--- src/source/div_sqrt_prep_defines.svh ---
`ifndef DIV_SQRT_PREP_DEFINES_SVH
`define DIV_SQRT_PREP_DEFINES_SVH

//////////////////////////////////////////////////
// Binary32 format
//////////////////////////////////////////////////

// Operand, exponent and fraction widths
`define C_OP        32
`define C_EXP       8
`define C_MANT      23

// Exponent bias
`define C_BIAS      127

// Special exponent codes
`define C_EXP_INF   8'hff
`define C_EXP_ZERO  8'h00

// Leading-one index, covers C_MANT+1 positions
`define C_LZ_W      5

// Rounding mode field
`define C_RM        3

`endif

--- src/source/fp_format_pkg.sv ---
`include "div_sqrt_prep_defines.svh"

package fp_format_pkg;

   //////////////////////////////////////////////////
   // Operand classification
   //////////////////////////////////////////////////

   // Class of one IEEE-754 operand
   typedef enum logic [2:0]
   {
      CLASS_ZERO,
      CLASS_SUBNORM,
      CLASS_NORMAL,
      CLASS_INF,
      CLASS_NAN
   } op_class_e;

   //////////////////////////////////////////////////
   // Unpacked operand
   //////////////////////////////////////////////////

   // Operand after unpacking and normalization
   typedef struct packed
   {
      logic                      sign;
      // Two extra bits so subnormals can go below one
      logic signed [`C_EXP+1:0]  exponent;
      // Hidden bit sits in the MSB
      logic [`C_MANT:0]          mantissa;
      op_class_e                 op_class;
   } unpacked_op_t;

endpackage

--- src/source/div_sqrt_op_pkg.sv ---
`include "div_sqrt_prep_defines.svh"

package div_sqrt_op_pkg;

   //////////////////////////////////////////////////
   // Operation and result codes
   //////////////////////////////////////////////////

   // Requested operation
   typedef enum logic
   {
      OP_DIV,
      OP_SQRT
   } div_sqrt_op_e;

   // Result decided ahead of the iteration
   typedef enum logic [1:0]
   {
      SPECIAL_NONE,
      SPECIAL_NAN,
      SPECIAL_INF,
      SPECIAL_ZERO
   } special_e;

   //////////////////////////////////////////////////
   // Request and job
   //////////////////////////////////////////////////

   // Incoming request, raw operand bits
   typedef struct packed
   {
      div_sqrt_op_e        op;
      logic [`C_OP-1:0]    operand_a;
      logic [`C_OP-1:0]    operand_b;
      logic [`C_RM-1:0]    rm;
   } prep_req_t;

   // Job for the mantissa iteration engine
   typedef struct packed
   {
      div_sqrt_op_e              op;
      logic                      sign;
      logic signed [`C_EXP+1:0]  exponent;
      // Dropped LSB of the halved sqrt exponent
      logic                      exp_odd;
      logic [`C_MANT:0]          mant_a;
      logic [`C_MANT:0]          mant_b;
      special_e                  special;
      logic                      invalid;
      logic                      div_by_zero;
      logic [`C_RM-1:0]          rm;
   } prep_job_t;

endpackage

--- src/source/leading_one_detect.sv ---
`timescale 1ns/1ns

`include "div_sqrt_prep_defines.svh"

module leading_one_detect
(
   input  logic [`C_MANT:0]    vector,
   // Zeros above the first one, i.e. the normalization shift
   output logic [`C_LZ_W-1:0]  first_one_idx,
   output logic                no_ones
);

   // Set once a one has been seen
   logic found;

   //////////////////////////////////////////////////
   // Priority search from the MSB
   //////////////////////////////////////////////////

   always_comb
   begin
      found         = 1'b0;
      first_one_idx = '0;
      for (int i = `C_MANT; i >= 0; i--)
      begin
         // Only the topmost one counts
         if (vector[i] && !found)
         begin
            found         = 1'b1;
            first_one_idx = (`C_LZ_W)'(`C_MANT - i);
         end
      end
   end

   // Index stays zero for an empty vector
   assign no_ones = ~found;

endmodule

--- src/source/operand_unpack.sv ---
`timescale 1ns/1ns

`include "div_sqrt_prep_defines.svh"

module operand_unpack
   import fp_format_pkg::*;
(
   input  logic [`C_OP-1:0]  operand,
   output unpacked_op_t      unpacked
);

   // Raw fields
   logic                      sign;
   logic [`C_EXP-1:0]         exp_raw;
   logic [`C_MANT-1:0]        frac;
   logic                      hidden;
   logic [`C_MANT:0]          mant_raw;

   // Leading-one search
   logic [`C_LZ_W-1:0]        lz_idx;
   logic                      mant_zero;

   // Normalized values
   logic [`C_MANT:0]          mant_norm;
   logic signed [`C_EXP+1:0]  exp_norm;

   // Field checks
   logic                      exp_zero;
   logic                      exp_ones;
   logic                      frac_zero;
   op_class_e                 op_class;

   //////////////////////////////////////////////////
   // Split the operand
   //////////////////////////////////////////////////

   assign sign     = operand[`C_OP-1];
   assign exp_raw  = operand[`C_OP-2:`C_MANT];
   assign frac     = operand[`C_MANT-1:0];

   // Hidden bit only for a nonzero exponent
   assign hidden   = |exp_raw;
   assign mant_raw = {hidden, frac};

   leading_one_detect lod
   (
      .vector        (mant_raw),
      .first_one_idx (lz_idx),
      .no_ones       (mant_zero)
   );

   //////////////////////////////////////////////////
   // Normalization
   //////////////////////////////////////////////////

   // Shift the first one up to the hidden position
   assign mant_norm = mant_raw << lz_idx;

   // Stored exponent minus shift, plus one for a subnormal
   // Subnormals then share the scale of exponent code one
   assign exp_norm  = $signed({2'b00, exp_raw})
                    - $signed({{(`C_EXP+2-`C_LZ_W){1'b0}}, lz_idx})
                    + $signed({{(`C_EXP+1){1'b0}}, |lz_idx});

   //////////////////////////////////////////////////
   // Classification
   //////////////////////////////////////////////////

   assign exp_zero  = (exp_raw == `C_EXP_ZERO);
   assign exp_ones  = (exp_raw == `C_EXP_INF);
   assign frac_zero = ~|frac;

   always_comb
   begin
      // No bit set anywhere means exponent and fraction are zero
      if (mant_zero)
         op_class = CLASS_ZERO;
      else if (exp_ones && frac_zero)
         op_class = CLASS_INF;
      else if (exp_ones)
         op_class = CLASS_NAN;
      else if (exp_zero)
         op_class = CLASS_SUBNORM;
      else
         op_class = CLASS_NORMAL;
   end

   assign unpacked.sign     = sign;
   assign unpacked.exponent = exp_norm;
   assign unpacked.mantissa = mant_norm;
   assign unpacked.op_class = op_class;

endmodule

--- src/source/special_case_resolve.sv ---
`timescale 1ns/1ns

`include "div_sqrt_prep_defines.svh"

module special_case_resolve
   import fp_format_pkg::*;
   import div_sqrt_op_pkg::*;
(
   input  logic                Clk_CI,
   input  logic                Rst_RBI,
   input  div_sqrt_op_e        op,
   input  logic [`C_RM-1:0]    rm,
   input  unpacked_op_t        op_a,
   input  unpacked_op_t        op_b,
   input  logic                in_valid,
   output logic                in_ready,
   output logic                out_valid,
   input  logic                out_ready,
   output prep_job_t           out_job
);

   // Exponent bias at the signed exponent width
   localparam logic signed [`C_EXP+1:0] BIAS = (`C_EXP+2)'(`C_BIAS);

   // Operand classes
   logic a_zero, a_inf, a_nan;
   logic b_zero, b_inf, b_nan;

   // Exponent arithmetic
   logic signed [`C_EXP+1:0]  exp_div;
   logic signed [`C_EXP+1:0]  exp_unbiased;
   logic signed [`C_EXP+1:0]  exp_sqrt;

   // Handshake and job register
   logic       accept;
   logic       valid_q;
   prep_job_t  job_d;
   prep_job_t  job_q;

   assign a_zero = (op_a.op_class == CLASS_ZERO);
   assign a_inf  = (op_a.op_class == CLASS_INF);
   assign a_nan  = (op_a.op_class == CLASS_NAN);
   assign b_zero = (op_b.op_class == CLASS_ZERO);
   assign b_inf  = (op_b.op_class == CLASS_INF);
   assign b_nan  = (op_b.op_class == CLASS_NAN);

   //////////////////////////////////////////////////
   // Exponent estimate
   //////////////////////////////////////////////////

   assign exp_div      = op_a.exponent - op_b.exponent + BIAS;
   // Arithmetic shift halves toward minus infinity
   assign exp_unbiased = op_a.exponent - BIAS;
   assign exp_sqrt     = (exp_unbiased >>> 1) + BIAS;

   //////////////////////////////////////////////////
   // Next job
   //////////////////////////////////////////////////

   always_comb
   begin
      job_d             = '0;
      job_d.op          = op;
      job_d.rm          = rm;
      job_d.mant_a      = op_a.mantissa;
      job_d.mant_b      = op_b.mantissa;
      job_d.special     = SPECIAL_NONE;
      if (op == OP_DIV)
      begin
         job_d.sign     = op_a.sign ^ op_b.sign;
         job_d.exponent = exp_div;
         // Rule order matters here
         if (a_nan || b_nan || (a_zero && b_zero) || (a_inf && b_inf))
         begin
            job_d.special = SPECIAL_NAN;
            job_d.invalid = 1'b1;
         end
         else if (b_zero && !a_inf)
         begin
            // Finite nonzero over zero
            job_d.special     = SPECIAL_INF;
            job_d.div_by_zero = 1'b1;
         end
         else if (a_inf)
            job_d.special = SPECIAL_INF;
         else if (a_zero || b_inf)
            job_d.special = SPECIAL_ZERO;
      end
      else
      begin
         job_d.sign     = op_a.sign;
         job_d.exponent = exp_sqrt;
         job_d.exp_odd  = exp_unbiased[0];
         if (a_nan || (op_a.sign && !a_zero))
         begin
            job_d.special = SPECIAL_NAN;
            job_d.invalid = 1'b1;
         end
         // Signed zero keeps its sign
         else if (a_zero)
            job_d.special = SPECIAL_ZERO;
         else if (a_inf)
            job_d.special = SPECIAL_INF;
      end
      // NaN result is always positive
      if (job_d.special == SPECIAL_NAN)
         job_d.sign = 1'b0;
   end

   //////////////////////////////////////////////////
   // Output stage
   //////////////////////////////////////////////////

   // Free slot, or the held job leaves this cycle
   assign in_ready = ~valid_q | out_ready;
   assign accept   = in_valid & in_ready;

   always_ff @(posedge Clk_CI, negedge Rst_RBI)
   begin
      if (~Rst_RBI)
      begin
         valid_q <= 1'b0;
         job_q   <= '0;
      end
      else
      begin
         valid_q <= accept | (valid_q & ~out_ready);
         // Held under back-pressure
         if (accept)
            job_q <= job_d;
      end
   end

   assign out_valid = valid_q;
   assign out_job   = job_q;

endmodule

--- src/source/div_sqrt_prep.sv ---
`timescale 1ns/1ns

`include "div_sqrt_prep_defines.svh"

module div_sqrt_prep
   import fp_format_pkg::*;
   import div_sqrt_op_pkg::*;
(
   input  logic        Clk_CI,
   input  logic        Rst_RBI,
   // Request side
   input  logic        in_valid,
   output logic        in_ready,
   input  prep_req_t   in_req,
   // Job side
   output logic        out_valid,
   input  logic        out_ready,
   output prep_job_t   out_job
);

   // Both operands after unpacking
   unpacked_op_t op_a;
   unpacked_op_t op_b;

   //////////////////////////////////////////////////
   // Operand unpack, side by side
   //////////////////////////////////////////////////

   operand_unpack unpack_a
   (
      .operand  (in_req.operand_a),
      .unpacked (op_a)
   );

   operand_unpack unpack_b
   (
      .operand  (in_req.operand_b),
      .unpacked (op_b)
   );

   //////////////////////////////////////////////////
   // Combine and register the job
   //////////////////////////////////////////////////

   special_case_resolve resolve
   (
      .Clk_CI    (Clk_CI),
      .Rst_RBI   (Rst_RBI),
      .op        (in_req.op),
      .rm        (in_req.rm),
      .op_a      (op_a),
      .op_b      (op_b),
      .in_valid  (in_valid),
      .in_ready  (in_ready),
      .out_valid (out_valid),
      .out_ready (out_ready),
      .out_job   (out_job)
   );

endmodule

--- config.mk ---
export PLATFORM = sky130hd
export DESIGN_NAME = div_sqrt_prep
export DESIGN_NICKNAME = d
export VERILOG_FILES = /design/src/source/fp_format_pkg.sv /design/src/source/div_sqrt_op_pkg.sv /design/src/source/leading_one_detect.sv /design/src/source/operand_unpack.sv /design/src/source/special_case_resolve.sv /design/src/source/div_sqrt_prep.sv
export VERILOG_INCLUDE_DIRS = /design/src /design/src/source
export SDC_FILE = /design/constraint.sdc
export NUM_CORES = 1
export LEC_CHECK = 0
export BUFFER_PORTS_ARGS = -buffer_cell sky130_fd_sc_hd__buf_2
export CORE_MARGIN = 3
export CORE_UTILIZATION = 30
export DETAILED_ROUTE_END_ITERATION = 8
export GPL_ROUTABILITY_DRIVEN = 0
export GPL_TIMING_DRIVEN = 0
export PLACE_DENSITY = 0.6
export SKIP_LAST_GASP = 1
export SYNTH_ARGS = -nofsm -noshare
export SYNTH_HDL_FRONTEND = slang
export SYNTH_SLANG_ARGS = --single-unit
export TNS_END_PERCENT = 10
--- constraint.sdc ---
create_clock -name Clk_CI -period 3.5 [get_ports Clk_CI]
set_clock_uncertainty 0.05 [all_clocks]
set_input_delay 0 -clock Clk_CI [delete_from_list [all_inputs] [get_ports Clk_CI]]
set_output_delay 0 -clock Clk_CI [all_outputs]
set_load 0.02 [all_outputs]
Word-level counts from Yosys, hierarchy flattened
Index checks and enable logic that the tools add are counted.
{ "totals": {"regBits": 69} }
{ "op_classes": {"n_shift": 2, "n_reduce_logical": 117, "muxes": 118, "add_sub_neg": 8, "n_eq_ne": 7, "n_bitwise": 7} }
{ "ops": {"columns": ["op", "n"], "rows": [
  ["$mux 5", 44],
  ["$mux 1", 57],
  ["$logic_and 1x1->1", 52],
  ["$logic_not 1->1", 50],
  ["$shl 24x5->24", 2],
  ["$reduce_or 23->1", 2],
  ["$mux 3", 7],
  ["$add 10x2->10", 2],
  ["$mux 2", 9],
  ["$sub 8x5->9", 2],
  ["$eq 8x8->1 const B", 2],
  ["$logic_not 8->1", 2],
  ["$reduce_or 8->1", 2],
  ["$mux 11", 1],
  ["$add 10x8->10 const B", 1],
  ["$add 9x8->10 const B", 1],
  ["$reduce_or 5->1", 2],
  ["$sub 10x10->10", 1],
  ["$sub 10x8->10 const B", 1],
  ["$eq 3x2->1 const B", 2],
  ["$eq 3x3->1 const B", 2],
  ["$logic_not 3->1", 2],
  ["$logic_or 1x1->1", 5],
  ["$and 1x1->1", 2],
  ["4 further kinds", 6]
]} }

Longest topological paths before layout
Gate-level depths: netlist (run 1).
{ "logic_depth": {"depth_word": 81, "mapped_depth": 28} }

Hierarchy
A second synthesis (run 1) with hierarchy kept.
{ "hier_totals": {"hier_cells": 1020, "area_unflattened_um2": 7599.8} }
{ "modules_own_cells": {"columns": ["mod", "instances", "area_each_um2", "cells_each"], "rows": [
  ["special_case_resolve", 1, 3731.1, 446],
  ["operand_unpack (unpack_a)", 1, 1610.3, 221],
  ["operand_unpack (unpack_b)", 1, 1607.8, 249],
  ["leading_one_detect", 2, 325.3, 52]
]} }

Worst setup path before layout (run 1)
OpenSTA, ideal clock, no wires.
{ "synth_timing": {"path_type": "input to register", "start": "in in_req[52] in the netlist's numbering", "end": "reg resolve.job_q (netlist bit resolve.out_job[65])", "n_path_buf": 2, "setup_slack_ns": -1.841, "t_arrival_ns": 5.208, "path_stages": 25, "path_cell_list": "nor4_4 nand2_1 or4_1 a2111oi_2 a211o_2 buf_2 buf_1 fa_1 inv_1 ha_1 xor2_1 inv_1 ha_1 inv_1 ha_1 fa_1 a21o_1 a21oi_1 o21bai_1 a21oi_1 o21ai_0 xnor2_1 xnor2_1 o21ai_0 o21ai_0"} }
{ "synth_between": {"elab_chain_cells": 58} }
{ "synth_lines": {"columns": ["element", "line", "source"], "rows": [
  ["start, declared", "div_sqrt_prep.sv:14", "input prep_req_t in_req,"],
  ["$logic_and 1x1->1 (*)", "leading_one_detect.sv:27", "if (vector[i] && !found)"],
  ["$mux 1", "leading_one_detect.sv:27", null],
  ["$logic_not 1->1", "leading_one_detect.sv:27", null],
  ["$logic_and 1x1->1", "leading_one_detect.sv:27", null],
  ["$mux 1", "leading_one_detect.sv:27", null],
  ["$logic_not 1->1", "leading_one_detect.sv:27", null],
  ["$logic_and 1x1->1", "leading_one_detect.sv:27", null],
  ["$mux 1", "leading_one_detect.sv:27", null],
  ["(+42 left out)", null, null],
  ["$logic_not 1->1", "leading_one_detect.sv:27", null],
  ["$logic_and 1x1->1", "leading_one_detect.sv:27", null],
  ["$mux 5 (*)", "leading_one_detect.sv:27", null],
  ["$sub 8x5->9 / $reduce_or 5->1 (equally long branches)", "operand_unpack.sv:61, operand_unpack.sv:63", null],
  ["$add 10x2->10 (*)", "operand_unpack.sv:61", "assign exp_norm = $signed({2'b00, exp_raw})"],
  ["$sub 10x10->10 / $sub 10x8->10 (equally long branches)", "special_case_resolve.sv:51, special_case_resolve.sv:53", null],
  ["$add 10x8->10 / $add 9x8->10 (equally long branches)", "special_case_resolve.sv:51, special_case_resolve.sv:54", null],
  ["$mux 11 (*)", "special_case_resolve.sv:68", "if (op == OP_DIV)"],
  ["end signal, assigned", "special_case_resolve.sv:130", "job_q <= job_d;"],
  ["end, declared", "special_case_resolve.sv:38", "prep_job_t job_q;"]
]} }
Every way passes the cells marked *; elsewhere a longest branch is shown, timed or not.
A chain may end at the register's enable or synchronous reset.

Final worst setup path (run 1)
{ "layout_timing": {"start": "in in_req[53] in the netlist's numbering", "end": "reg resolve.job_q (netlist bit resolve.out_job[63])"} }
{ "layout_between": {"elab_chain_cells": 61} }
{ "layout_lines": {"columns": ["element", "line"], "rows": [
  ["$logic_and 1x1->1 (*)", "leading_one_detect.sv:27"],
  ["$mux 1", "leading_one_detect.sv:27"],
  ["$logic_not 1->1", "leading_one_detect.sv:27"],
  ["$logic_and 1x1->1", "leading_one_detect.sv:27"],
  ["$mux 1", "leading_one_detect.sv:27"],
  ["$logic_not 1->1", "leading_one_detect.sv:27"],
  ["$logic_and 1x1->1", "leading_one_detect.sv:27"],
  ["$mux 1", "leading_one_detect.sv:27"],
  ["(+45 left out)", null],
  ["$logic_not 1->1", "leading_one_detect.sv:27"],
  ["$logic_and 1x1->1", "leading_one_detect.sv:27"],
  ["$mux 5 (*)", "leading_one_detect.sv:27"],
  ["$sub 8x5->9 / $reduce_or 5->1 (equally long branches)", "operand_unpack.sv:61, operand_unpack.sv:63"],
  ["$add 10x2->10 (*)", "operand_unpack.sv:61"],
  ["$sub 10x10->10 / $sub 10x8->10 (equally long branches)", "special_case_resolve.sv:51, special_case_resolve.sv:53"],
  ["$add 10x8->10 / $add 9x8->10 (equally long branches)", "special_case_resolve.sv:51, special_case_resolve.sv:54"],
  ["$mux 11 (*)", "special_case_resolve.sv:68"]
]} }
Marks and branches as above.

==> results of run 1 <==
-- through the flow --
stage / setup TNS (ns) / worst slack (ns) / utilization (%) / hold slack (ns) / instance area, um^2
after floorplan: -7.68 / -1.30 / - / -0.346 / 7530
after global placement: -15.41 / -2.39 / 37.3 / 0.140 / 8610
after detailed placement: -15.57 / -2.41 / 37.5 / -0.248 / 8640
after CTS: -5.89 / -1.09 / 43.0 / 0.00478 / 9920
after global routing: -8.14 / -1.36 / 44.0 / 0.0427 / 10100
final: -6.46 / -1.15 / 44.0 / 0.0204 / 10100
-- path summary, 6_finish.rpt --
check,end,cells past startpoint,slack [ns],from
min,resolve.out_job[15],3,0.02,in_req[3]
max reg2reg,resolve.out_job[23],6,0.94,resolve.out_valid
max,resolve.out_job[63],29,-1.15,in_req[53]
max in group asynchronous,resolve.out_job[27],3,2.79,Rst_RBI
min reg2reg,resolve.out_job[1],2,0.42,resolve.out_job[1]
min in group asynchronous,resolve.out_job[25],3,0.17,Rst_RBI
-- cells in the final DEF (no fill, tap or decap), types with 8 or more instances in the layout --
cell           instances
inv_1                 37
a21oi_1               43
a31oi_1               17
o211ai_1               8
dfrtp_1               69
dlygate4sd3_1          9
buf_6                 13
nor2b_1                9
nor2_1                76
ha_4                  16
xnor2_1               19
buf_2                134
nor4_1                 9
a22o_1                 8
o21ai_1               26
nor3_1                18
clkbuf_16              9
o21ai_0               47
mux2i_1               74
inv_2                  9
nand4_1                9
clkbuf_1              21
buf_4                 62
ha_1                  18
mux2_2                 9
nand2_1              111
nand3_1               17
-- power by group through the flow --
stage / Sequential, uW / Combinational [uW] / Clock [uW]
2_1_floorplan: 1140 / 642 / 0
3_3_place_gp: 1020 / 1190 / 0
3_5_place_dp: 1020 / 1200 / 0
4_1_cts: 1010 / 1350 / 959
5_1_grt: 1020 / 1530 / 1010
6_report: 1010 / 1400 / 945
-- logic make-up (layout without fill, tap and decap cells) --
kind of cell | Yosys count | after routing | share of synthesized area (%)
AO/OA/AOI/OAI | 257 | 257 | 24.3
multiplexers | 84 | 84 | 12.0
other | 0 | 1 | 0
adder cells (fa/ha/maj) | 42 | 42 | 7.77
flip-flops | 69 | 69 | 24.2
buffers and inverters | 91 | 314 | 5.37
XOR/XNOR | 35 | 35 | 4.29
AND/OR/NAND/NOR | 329 | 330 | 22.2
-- cells in the mapped netlist (19+ instances only) --
master,instances
nand2_1,116
nor2_1,85
mux2i_1,74
dfrtp_1,69
o21ai_0,56
a21oi_1,46
inv_1,45
ha_1,38
clkbuf_1,24
nor3_1,23
xnor2_1,23
nand3_1,20
o21ai_1,19
-- worst max-delay path: cells and delay by family --
family | cells | cell delay [ns]
AOI/OAI and AO/OA | 9 | 1.41
and+or+nand+nor | 5 | 0.96
adders and majority gates | 4 | 0.96
buffers and inverters | 8 | 0.92
xor gates and xnor gates | 3 | 0.57
-- routing by layer --
| layer | vias up | global-route usage, % |
|---|---|---|
| li1 | 3783 | - |
| met1 | 3871 | 27.8 |
| met2 | 358 | 35.4 |
| met3 | 41 | 3.46 |
| met4 | 2 | 4.93 |
| met5 | - | 0 |
-- area by class of cell --
| cell class | count | area [um^2] | share of cell area [%] |
|---|---|---|---|
| Timing Repair Buffer | 213 | 1420 | 14.0 |
| Sequential cell | 69 | 1730 | 17.0 |
| Multi-Input combinational cell | 748 | 5890 | 58.1 |
| Clock buffer | 10 | 239 | 2.36 |
| Inverter | 47 | 180 | 1.78 |
| Antenna cell | 1 | 2.50 | 0.0247 |
| Clock inverter | 6 | 71.3 | 0.703 |
| Tap cell | 313 | 392 | 3.86 |
| Buffer | 38 | 226 | 2.23 |
-- timing repair --
item                                    in CTS  in global routing
resized for setup                           92                 23
hold endpoints to repair                    75                  0
buffers inserted                            49                 16
endpoints found under the setup margin       9                  9
gates cloned                                 2                  0
hold buffers                                 9                  0
pin swaps                                   59                 30
-- registers in the layout (all words and copies together), names as in the netlist --
name and count:
resolve.out_job 68, resolve.out_valid 1
==> impl_metrics.csv, run 1 <==
group,metric,value,unit
outcome,status,"complete, but fails checks",
outcome,violations,"negative setup slack",
pwr,p_leak,0.00418,uW
drt,maxUsedRoutingLayer,"met5",
placed_design,dp_hpwl,20800,um
logic_synthesis,synth-seq-cells,69,
clock_tree,cts_sinks,69,
worst_setup_path,cpMostUsedCell,"ha_4",
worst_setup_path,end_kind,"flop",
clock_tree,cts_tree,"done",
die,start_util,31.0,%
sta,fmax,215,MHz
clock_tree,cts_buffers,9,
die,io_pins,142,
clock_tree,clockBufferDepth,2,
sta,finalSetupViolCount,8,
logic_synthesis,synth_area,7150,um^2
drt,via_per_inst,5.57,
drt,met1_length,11700,um
worst_setup_path,cp-start-kind,"input pin",
die,die_w,160,um
worst_setup_path,cp_slowest_cell,"or4_4",
pwr,clock_power_share,28.2,%
global_routing,gr-total-overflow,0,
placed_design,port_buffers,137,
logic_synthesis,ys_async_sr_fraction,100,%
global_routing,antenna_found_initial,2,
logic_synthesis,synth-seq-area-share,24.2,%
logic_synthesis,syn_nets,1021,
worst_setup_path,slowest_delay,0.43,ns
global_routing,grt_util_all_layers,20.8,%
drt,drt_pass1_iterations,5,
drt,final_antenna_net_count,0,
sta,fin_crit,4.65,ns
cells_and_area,nets,1240,
worst_setup_path,worstPathArrival,4.83,ns
global_routing,grt_max_degree,69,
logic_synthesis,syn_area_per_cell,7.88,um^2
logic_synthesis,yosysTopAreaCell,"dfrtp_1",
cells_and_area,drive_gt1_share,31.7,%
sta,layout_setup_ws,-1.15,ns
drt,wirelength,27700,um
drt,drtIter0Drc,716,
drt,dr_wl_met3,2030,um
pwr,finalPower,3350,uW
pwr,power_density,330,nW/um^2
drt,routedWlPerCell,19.1,um
drt,vias,8055,
drt,dr_wl_met2,13400,um
clock_tree,clk_pin_slew,0.06,ns
clock_tree,clk_latency,0.34,ns
cells_and_area,area_delta_synth_final,42.0,%
global_routing,grt_pass1_vias,7729,
hold_path,hp-class,"input pin to flop",
sta,relSlewSlack,34.8,%
die,dieArea,25700,um^2
pwr,switching_share,37.9,%
die,row_count,55,
logic_synthesis,dominantRegCellSynth,"dfrtp_1",
pwr,seq_power_share,30.1,%
logic_synthesis,synth.area.top_cells,"dfrtp_1 (24%), mux2i_1 (10%), ha_1 (6.7%)",
placed_design,place_inst,1358,
worst_setup_path,crit_type,"input pin to flop",
sta,final_hold_viol_count,0,
clock_tree,cts_max_level,3,
pwr,combPwrFrac,41.8,%
logic_synthesis,yosysWarnings,0,
sta,min_period_over_period,133,%
clock_tree,cts_root_buffer,"clkbuf_16",
job,maxCapViolCount,0,
pwr,peakVddDrop,0.000216,V
die,design.core.area,23100,um^2
drt,drcViolationCount,0,
worst_setup_path,worstPathRequired,3.67,ns
cells_and_area,instances_no_fill,1445,
pwr,internal_power,2080,uW
sta,slew_viol_final,0,
sta,worst_pin_slew,0.974,ns
global_routing,grt_pass1_wl,43100,um
sta,grt_setup_unrepaired,"true",
logic_synthesis,synth_cells,907,
logic_synthesis,synth.top_cell.area_share,24.2,%
pwr,p_switching,1270,uW
die,fp.dieH,160,um
logic_synthesis,synth_edf_count,0,
cells_and_area,fillers,2285,
logic_synthesis,yosysUniqueCellTypes,82,
worst_setup_path,critical_path_peak_fanout,5,
(Power assumes the default switching activity.)
==> run 2: changes to the inputs <==
PLACE_DENSITY = 0.59   (was 0.6)
SYNTH_HIERARCHICAL = 1   (was default)
==> run 2 against run 1 <==
The run still ends with negative setup slack left. Design area fell by 0.39%. Sequential cell count did not move. Global-route usage fell by 1.6 points. Core utilization fell by 2.9 points. Worst hold slack improved by 0.031 ns. Fmax fell by 1.1%. Combinational power fell by 11%.
==> impl_metrics.csv, run 2 <==
group,metric,value,unit
outcome,status,"complete, but fails checks",
outcome,violations,"negative setup slack",
hold_path,hp-class,"input pin to flop",
sta,relSlewSlack,58.4,%
cells_and_area,nets,1330,
placed_design,place_inst,1482,
drt,maxUsedRoutingLayer,"met4",
worst_setup_path,cp-start-kind,"input pin",
pwr,p_switching,1220,uW
logic_synthesis,yosysUniqueCellTypes,76,
logic_synthesis,synth_commonest_cells,"nand2_1 (256), nor2_1 (102), dfrtp_1 (69)",
worst_setup_path,r2r_slack,1.40,ns
pwr,combPwrFrac,38.0,%
cells_and_area,drive_gt1_share,29.2,%
logic_synthesis,syn_nets,1130,
sta,slew_viol_final,0,
worst_setup_path,critical_path_peak_fanout,9,
global_routing,grt_pass1_wl,42200,um
drt,drcViolationCount,0,
cells_and_area,antenna_cells,0,
logic_synthesis,synth_cells,1020,
placed_design,dpl_worst_slack,-2.28,ns
sta,grt_setup_unrepaired,"true",
die,row_count,57,
die,io_pins,142,
sta,final_hold_viol_count,0,
sta,layout_setup_ws,-1.20,ns
pwr,power_density,322,nW/um^2
drt,dr_wl_met2,12500,um
die,dieArea,27300,um^2
job,maxCapViolCount,0,
drt,routedWlPerCell,17.2,um
drt,met1_length,11300,um
placed_design,dp_hpwl,20200,um
sta,fmax,213,MHz
logic_synthesis,synth.most_common_cell,"nand2_1",
clock_tree,clk_pin_slew,0.07,ns
die,start_util,30.9,%
logic_synthesis,yosysWarnings,6,
drt,final_antenna_net_count,0,
logic_synthesis,ys_async_sr_fraction,100,%
pwr,internal_power,2030,uW
logic_synthesis,synth-seq-cells,69,
clock_tree,cts_max_level,3,
logic_synthesis,synth.area.top_cells,"dfrtp_1 (23%), nand2_1 (13%), mux2i_1 (7.2%)",
drt,via_per_inst,5.40,
drt,drt_pass1_iterations,6,
pwr,switching_share,37.5,%
worst_setup_path,startpoint,"in_req[31]",
sta,finalSetupViolCount,9,
logic_synthesis,synth_edf_count,0,
worst_setup_path,endpoint,"resolve/out_job[64]",
pwr,seq_power_share,30.3,%
logic_synthesis,dominantRegCellSynth,"dfrtp_1",
worst_setup_path,worstPathRequired,3.63,ns
pwr,p_leak,0.00455,uW
logic_synthesis,synth_area,7600,um^2
worst_setup_path,worstPathArrival,4.84,ns
worst_setup_path,r2r-end,"resolve/out_job[49]",
placed_design,port_buffers,137,
clock_tree,cts_root_buffer,"clkbuf_16",
global_routing,antenna_found_initial,0,
global_routing,grt_max_degree,65,
global_routing,gr-total-overflow,0,
cells_and_area,largest_reg_flops,68,
logic_synthesis,synth.top_cell.area_share,22.7,%
drt,dr_wl_met3,2310,um
sta,worst_pin_slew,0.624,ns
pwr,peakVddDrop,0.000191,V
logic_synthesis,synth-seq-area-share,22.7,%
sta,min_period_over_period,134,%
drt,drtIter0Drc,797,
sta,fin_crit,4.70,ns
drt,wirelength,26600,um
cells_and_area,area_delta_synth_final,33.0,%
global_routing,grt_pass1_vias,8126,
clock_tree,clk_latency,0.33,ns
sta,hold_slack,0.0511,ns
global_routing,grt_util_all_layers,19.3,%
worst_setup_path,end_kind,"flop",
worst_setup_path,rr_startpoint,"resolve/out_valid",
die,fp.dieH,165,um
cells_and_area,instances_no_fill,1549,
cells_and_area,final_cell_mix,"nand2_1 (254), buf_2 (136), nor2_1 (98), dfrtp_1 (69), buf_4 (62)",
logic_synthesis,syn_area_per_cell,7.45,um^2
clock_tree,clockBufferDepth,2,
clock_tree,cts_tree,"done",
cells_and_area,final_common_cell,"nand2_1",
clock_tree,cts_buffers,9,
drt,vias,8369,
die,design.core.area,24600,um^2
clock_tree,cts_sinks,69,
logic_synthesis,yosysTopAreaCell,"dfrtp_1",
worst_setup_path,crit_type,"input pin to flop",
worst_setup_path,reg2reg_depth,6,
pwr,clock_power_share,31.7,%
die,die_w,165,um
[run 2: logic make-up (layout without fill, tap and decap cells)]
group | after synthesis | after routing | share of synthesized area, %
multiplexers | 80 | 80 | 13.8
flip-flops | 69 | 69 | 22.7
XOR/XNOR | 40 | 40 | 4.81
buffers and inverters | 95 | 300 | 5.25
AO/OA/AOI/OAI | 199 | 199 | 16.5
AND/OR/NAND/NOR | 499 | 499 | 30.4
adder cells (fa/ha/maj) | 38 | 38 | 6.55
[run 2: critical path, cell delays in order]
cell and delay, ns:
clkbuf_16 0.14, nor3_4 0.21, nand3b_1 0.18, nor4_4 0.26
or2b_4 0.34, a211o_1 0.31, o311ai_4 0.12, inv_2 0.14
fa_2 0.42, a211oi_2 0.28, nor2_2 0.08, xor2_2 0.28
nand2_2 0.10, or4_4 0.42, o21ai_2 0.08, inv_2 0.06
ha_4 0.24, ha_4 0.24, or4_4 0.55, nor2_4 0.12
a21oi_2 0.04, a31oi_1 0.18, a311oi_1 0.07
[run 2: cell type report]
type | instances | area, um^2
plain buffers | 44 | 244
clock buffers | 9 | 225
clock inverters | 7 | 104
fillers | 2520 | 14500
inverters | 44 | 180
multi-input cells | 856 | 6030
flip-flops and latches | 69 | 1730
well taps | 324 | 405
repair buffers | 196 | 1200
[run 2: worst min-delay path by stage]
stage	start	endpoint	cells past startpoint	slack (ns)
floorplan	Rst_RBI	resolve/out_job[0]	0	-0.35
global placement	in_req[0]	resolve/out_job[0]	3	0.14
detailed placement	Rst_RBI	resolve/out_job[43]	1	-0.22
CTS	in_req[67]	resolve/out_job[55]	3	0.06
global route	in_req[34]	resolve/out_job[66]	4	0.08
finish	in_req[67]	resolve/out_job[55]	3	0.05
[run 2: timing repair]
item / in CTS / in global routing
hold buffers: 8 / 0
buffers inserted: 38 / 12
gates resized for setup: 81 / 17
setup endpoints to repair: 10 / 10
pin swaps: 46 / 37
hold endpoints to repair: 74 / 0
[run 2: layer usage]
| layer | GRT usage (%) | up-vias |
|---|---|---|
| li1 | - | 4006 |
| met2 | 32.4 | 342 |
| met5 | 0 | - |
| met3 | 4.22 | 42 |
| met4 | 5.07 | 0 |
| met1 | 25.0 | 3979 |
[run 2: power groups by stage]
stage,clock [uW],combinational [uW],sequential [uW]
global route,1100,1370,1000
CTS,1060,1210,985
detailed placement,0,1110,1000
floorplan,0,561,1130
finish,1030,1240,985
global placement,0,1090,999
[run 2: metrics by stage]
step / power, uW / util, % / area, um^2 / setup TNS (ns)
floorplan: 1690 / - / 7760 / -7.58
global placement: 2090 / 36.0 / 8850 / -16.28
detailed placement: 2110 / 36.1 / 8880 / -16.62
CTS: 3260 / 40.5 / 9970 / -6.51
global route: 3470 / 41.1 / 10100 / -9.80
finish: 3250 / 41.1 / 10100 / -7.01
==> run 3: changes to the inputs <==
SETUP_SLACK_MARGIN = 0.2   (was default)
==> run 3 against run 2 <==
The flow still finishes with violations (negative setup slack). Power fell by 0.59%. Non-clock buffer count decreased by 9. Sequential share of layout area grew 0.18 points. Core utilization shrank 0.42 points. Worst hold slack improved by 0.0049 ns. Global-route usage barely moved. Clock power hardly changed. Worst setup slack better by 0.019 ns. Routed wire length down 1.0%. Combinational power about the same. Critical path depth stayed put. Critical endpoint unchanged. Largest power group unchanged.
==> impl_metrics.csv, run 3 (synthesized netlist as in run 2, its figures left out) <==
group,metric,value,unit
global_routing,gr-total-overflow,0,
cells_and_area,largest_reg_flops,68,
die,dieArea,27300,um^2
cells_and_area,finish.instance_area,10000,um^2
drt,drcViolationCount,0,
global_routing,grt_util_all_layers,19.2,%
clock_tree,clockBufferDepth,2,
clock_tree,cts_max_level,3,
sta,min_period_over_period,134,%
worst_setup_path,rr_startpoint,"resolve/out_valid",
cells_and_area,area_delta_synth_final,31.6,%
worst_setup_path,cp-start-kind,"input pin",
placed_design,place_area,8880,um^2
hold_path,hp-class,"input pin to flop",
worst_setup_path,worstPathRequired,3.63,ns
cells_and_area,nets,1321,
drt,drtIter0Drc,840,
die,fp.dieH,165,um
outcome,status,"complete, but fails checks",
clock_tree,cts_root_buffer,"clkbuf_16",
global_routing,grt_pass1_wl,42100,um
worst_setup_path,startpoint,"in_req[42]",
cells_and_area,final_common_cell,"nand2_1",
cells_and_area,final_cell_mix,"nand2_1 (254), buf_2 (137), nor2_1 (100), dfrtp_1 (69), mux2i_1 (55)",
drt,via_per_inst,5.38,
worst_setup_path,critical_path_peak_fanout,7,
sta,layout_setup_ws,-1.18,ns
drt,routedWlPerCell,17.1,um
global_routing,antenna_found_initial,0,
sta,relSlewSlack,57.1,%
job,maxCapViolCount,0,
die,row_count,57,
hold_path,hold_path_depth,3,
clock_tree,cts_buffers,9,
worst_setup_path,crit_type,"input pin to flop",
sta,grt_setup_unrepaired,"true",
pwr,finalPower,3230,uW
drt,wirelength,26400,um
pwr,peakVddDrop,0.000191,V
outcome,violations,"negative setup slack",
worst_setup_path,reg2reg_depth,6,
drt,final_antenna_net_count,0,
sta,slew_viol_final,0,
clock_tree,cts_tree,"done",
cells_and_area,fillers,2534,
hold_path,min-delay-start,"in_req[67]",
global_routing,grt_pass1_vias,8078,
global_routing,grt_max_degree,65,
pwr,p_leak,0.00452,uW
cells_and_area,drive_gt1_share,28.0,%
die,start_util,30.9,%
sta,final_hold_viol_count,0,
clock_tree,clk_latency,0.33,ns
sta,fin_crit,4.68,ns
cells_and_area,antenna_cells,0,
sta,fmax,213,MHz
sta,worst_pin_slew,0.636,ns
sta,finalSetupViolCount,9,
drt,drt_pass1_iterations,6,
clock_tree,clk_pin_slew,0.07,ns
sta,setup_tns,-7.03,ns
die,die_w,165,um
placed_design,port_buffers,137,
clock_tree,cts_sinks,69,
placed_design,dp_hpwl,20200,um
die,io_pins,142,
pwr,power_density,323,nW/um^2
drt,vias,8286,
worst_setup_path,end_kind,"flop",
worst_setup_path,worstPathArrival,4.82,ns
die,design.core.area,24600,um^2
==> run 3: layout make-up <==
cell class / instances / area (um^2) / area share, %
Multi-Input combinational cell: 856 / 5970 / 59.6
Buffer: 51 / 313 / 3.13
Clock buffer: 9 / 225 / 2.25
Timing Repair Buffer: 180 / 1080 / 10.8
Sequential cell: 69 / 1730 / 17.3
Tap cell: 324 / 405 / 4.05
Clock inverter: 7 / 104 / 1.04
Inverter: 44 / 180 / 1.80
==> run 3: report_power, final <==
part | internal [uW] | leakage (uW) | switching [uW]
Combinational | 469 | 0.00351 | 746
Sequential | 914 | 0.000848 | 72.6
Clock | 635 | 0.000161 | 397
==> run 3: timing repair <==
action                                  CTS  global route
hold buffers                              8             0
hold endpoints to repair                 74             0
gates resized for setup                  87             7
setup buffers                            33             1
endpoints found under the setup margin   12            12
pin swaps                                43             3
==> run 3: per-layer routing <==
metal / vias up / track usage (%) / wire (um) / share of wire (%)
li1: 3977 / - / - / -
met1: 3949 / 25.2 / 11400 / 43
met2: 317 / 32.3 / 12400 / 47
met3: 43 / 3.99 / 2110 / 8.0
met4: 0 / 4.84 / 480 / 1.8
met5: - / 0 / 0 / 0
==> run 3: stage by stage <==
step / setup slack, ns / util, % / hold slack, ns / cells
3_3_place_gp: -2.26 / 36.0 / 0.143 / 1481
4_1_cts: -1.12 / 40.5 / 0.0566 / 1539
2_1_floorplan: -1.35 / - / -0.346 / 1020
5_1_grt: -1.45 / 40.7 / 0.0762 / 1540
3_5_place_dp: -2.28 / 36.1 / -0.224 / 1482
6_report: -1.18 / 40.7 / 0.0561 / 1540
==> run 3: path summary, 6_finish.rpt <==
kind	end	slack, ns
max in group asynchronous	resolve/out_job[51]	2.64
worst min register to register	resolve/out_job[4]	0.42
worst min-delay path	resolve/out_job[55]	0.06
worst max register to register	resolve/out_job[7]	1.39
worst max-delay path	resolve/out_job[64]	-1.18
min in group asynchronous	resolve/out_job[45]	0.15
==> run 3: critical path, stage by stage <==
cell and delay, ns:
buf_2 0.16, nor4_2 0.50, nand2_2 0.15, o32ai_1 0.39, a21oi_2 0.14, o311ai_4 0.12, ha_2 0.23, inv_1 0.05
fa_2 0.40, a211oi_2 0.23, nor2_2 0.11, xor2_2 0.17, buf_4 0.16, nand3_4 0.07, nor4_4 0.30, xnor2_2 0.22
ha_4 0.26, ha_4 0.22, or4_1 0.54, nor2_1 0.14, a21oi_2 0.04, a31oi_1 0.15, a311oi_1 0.06
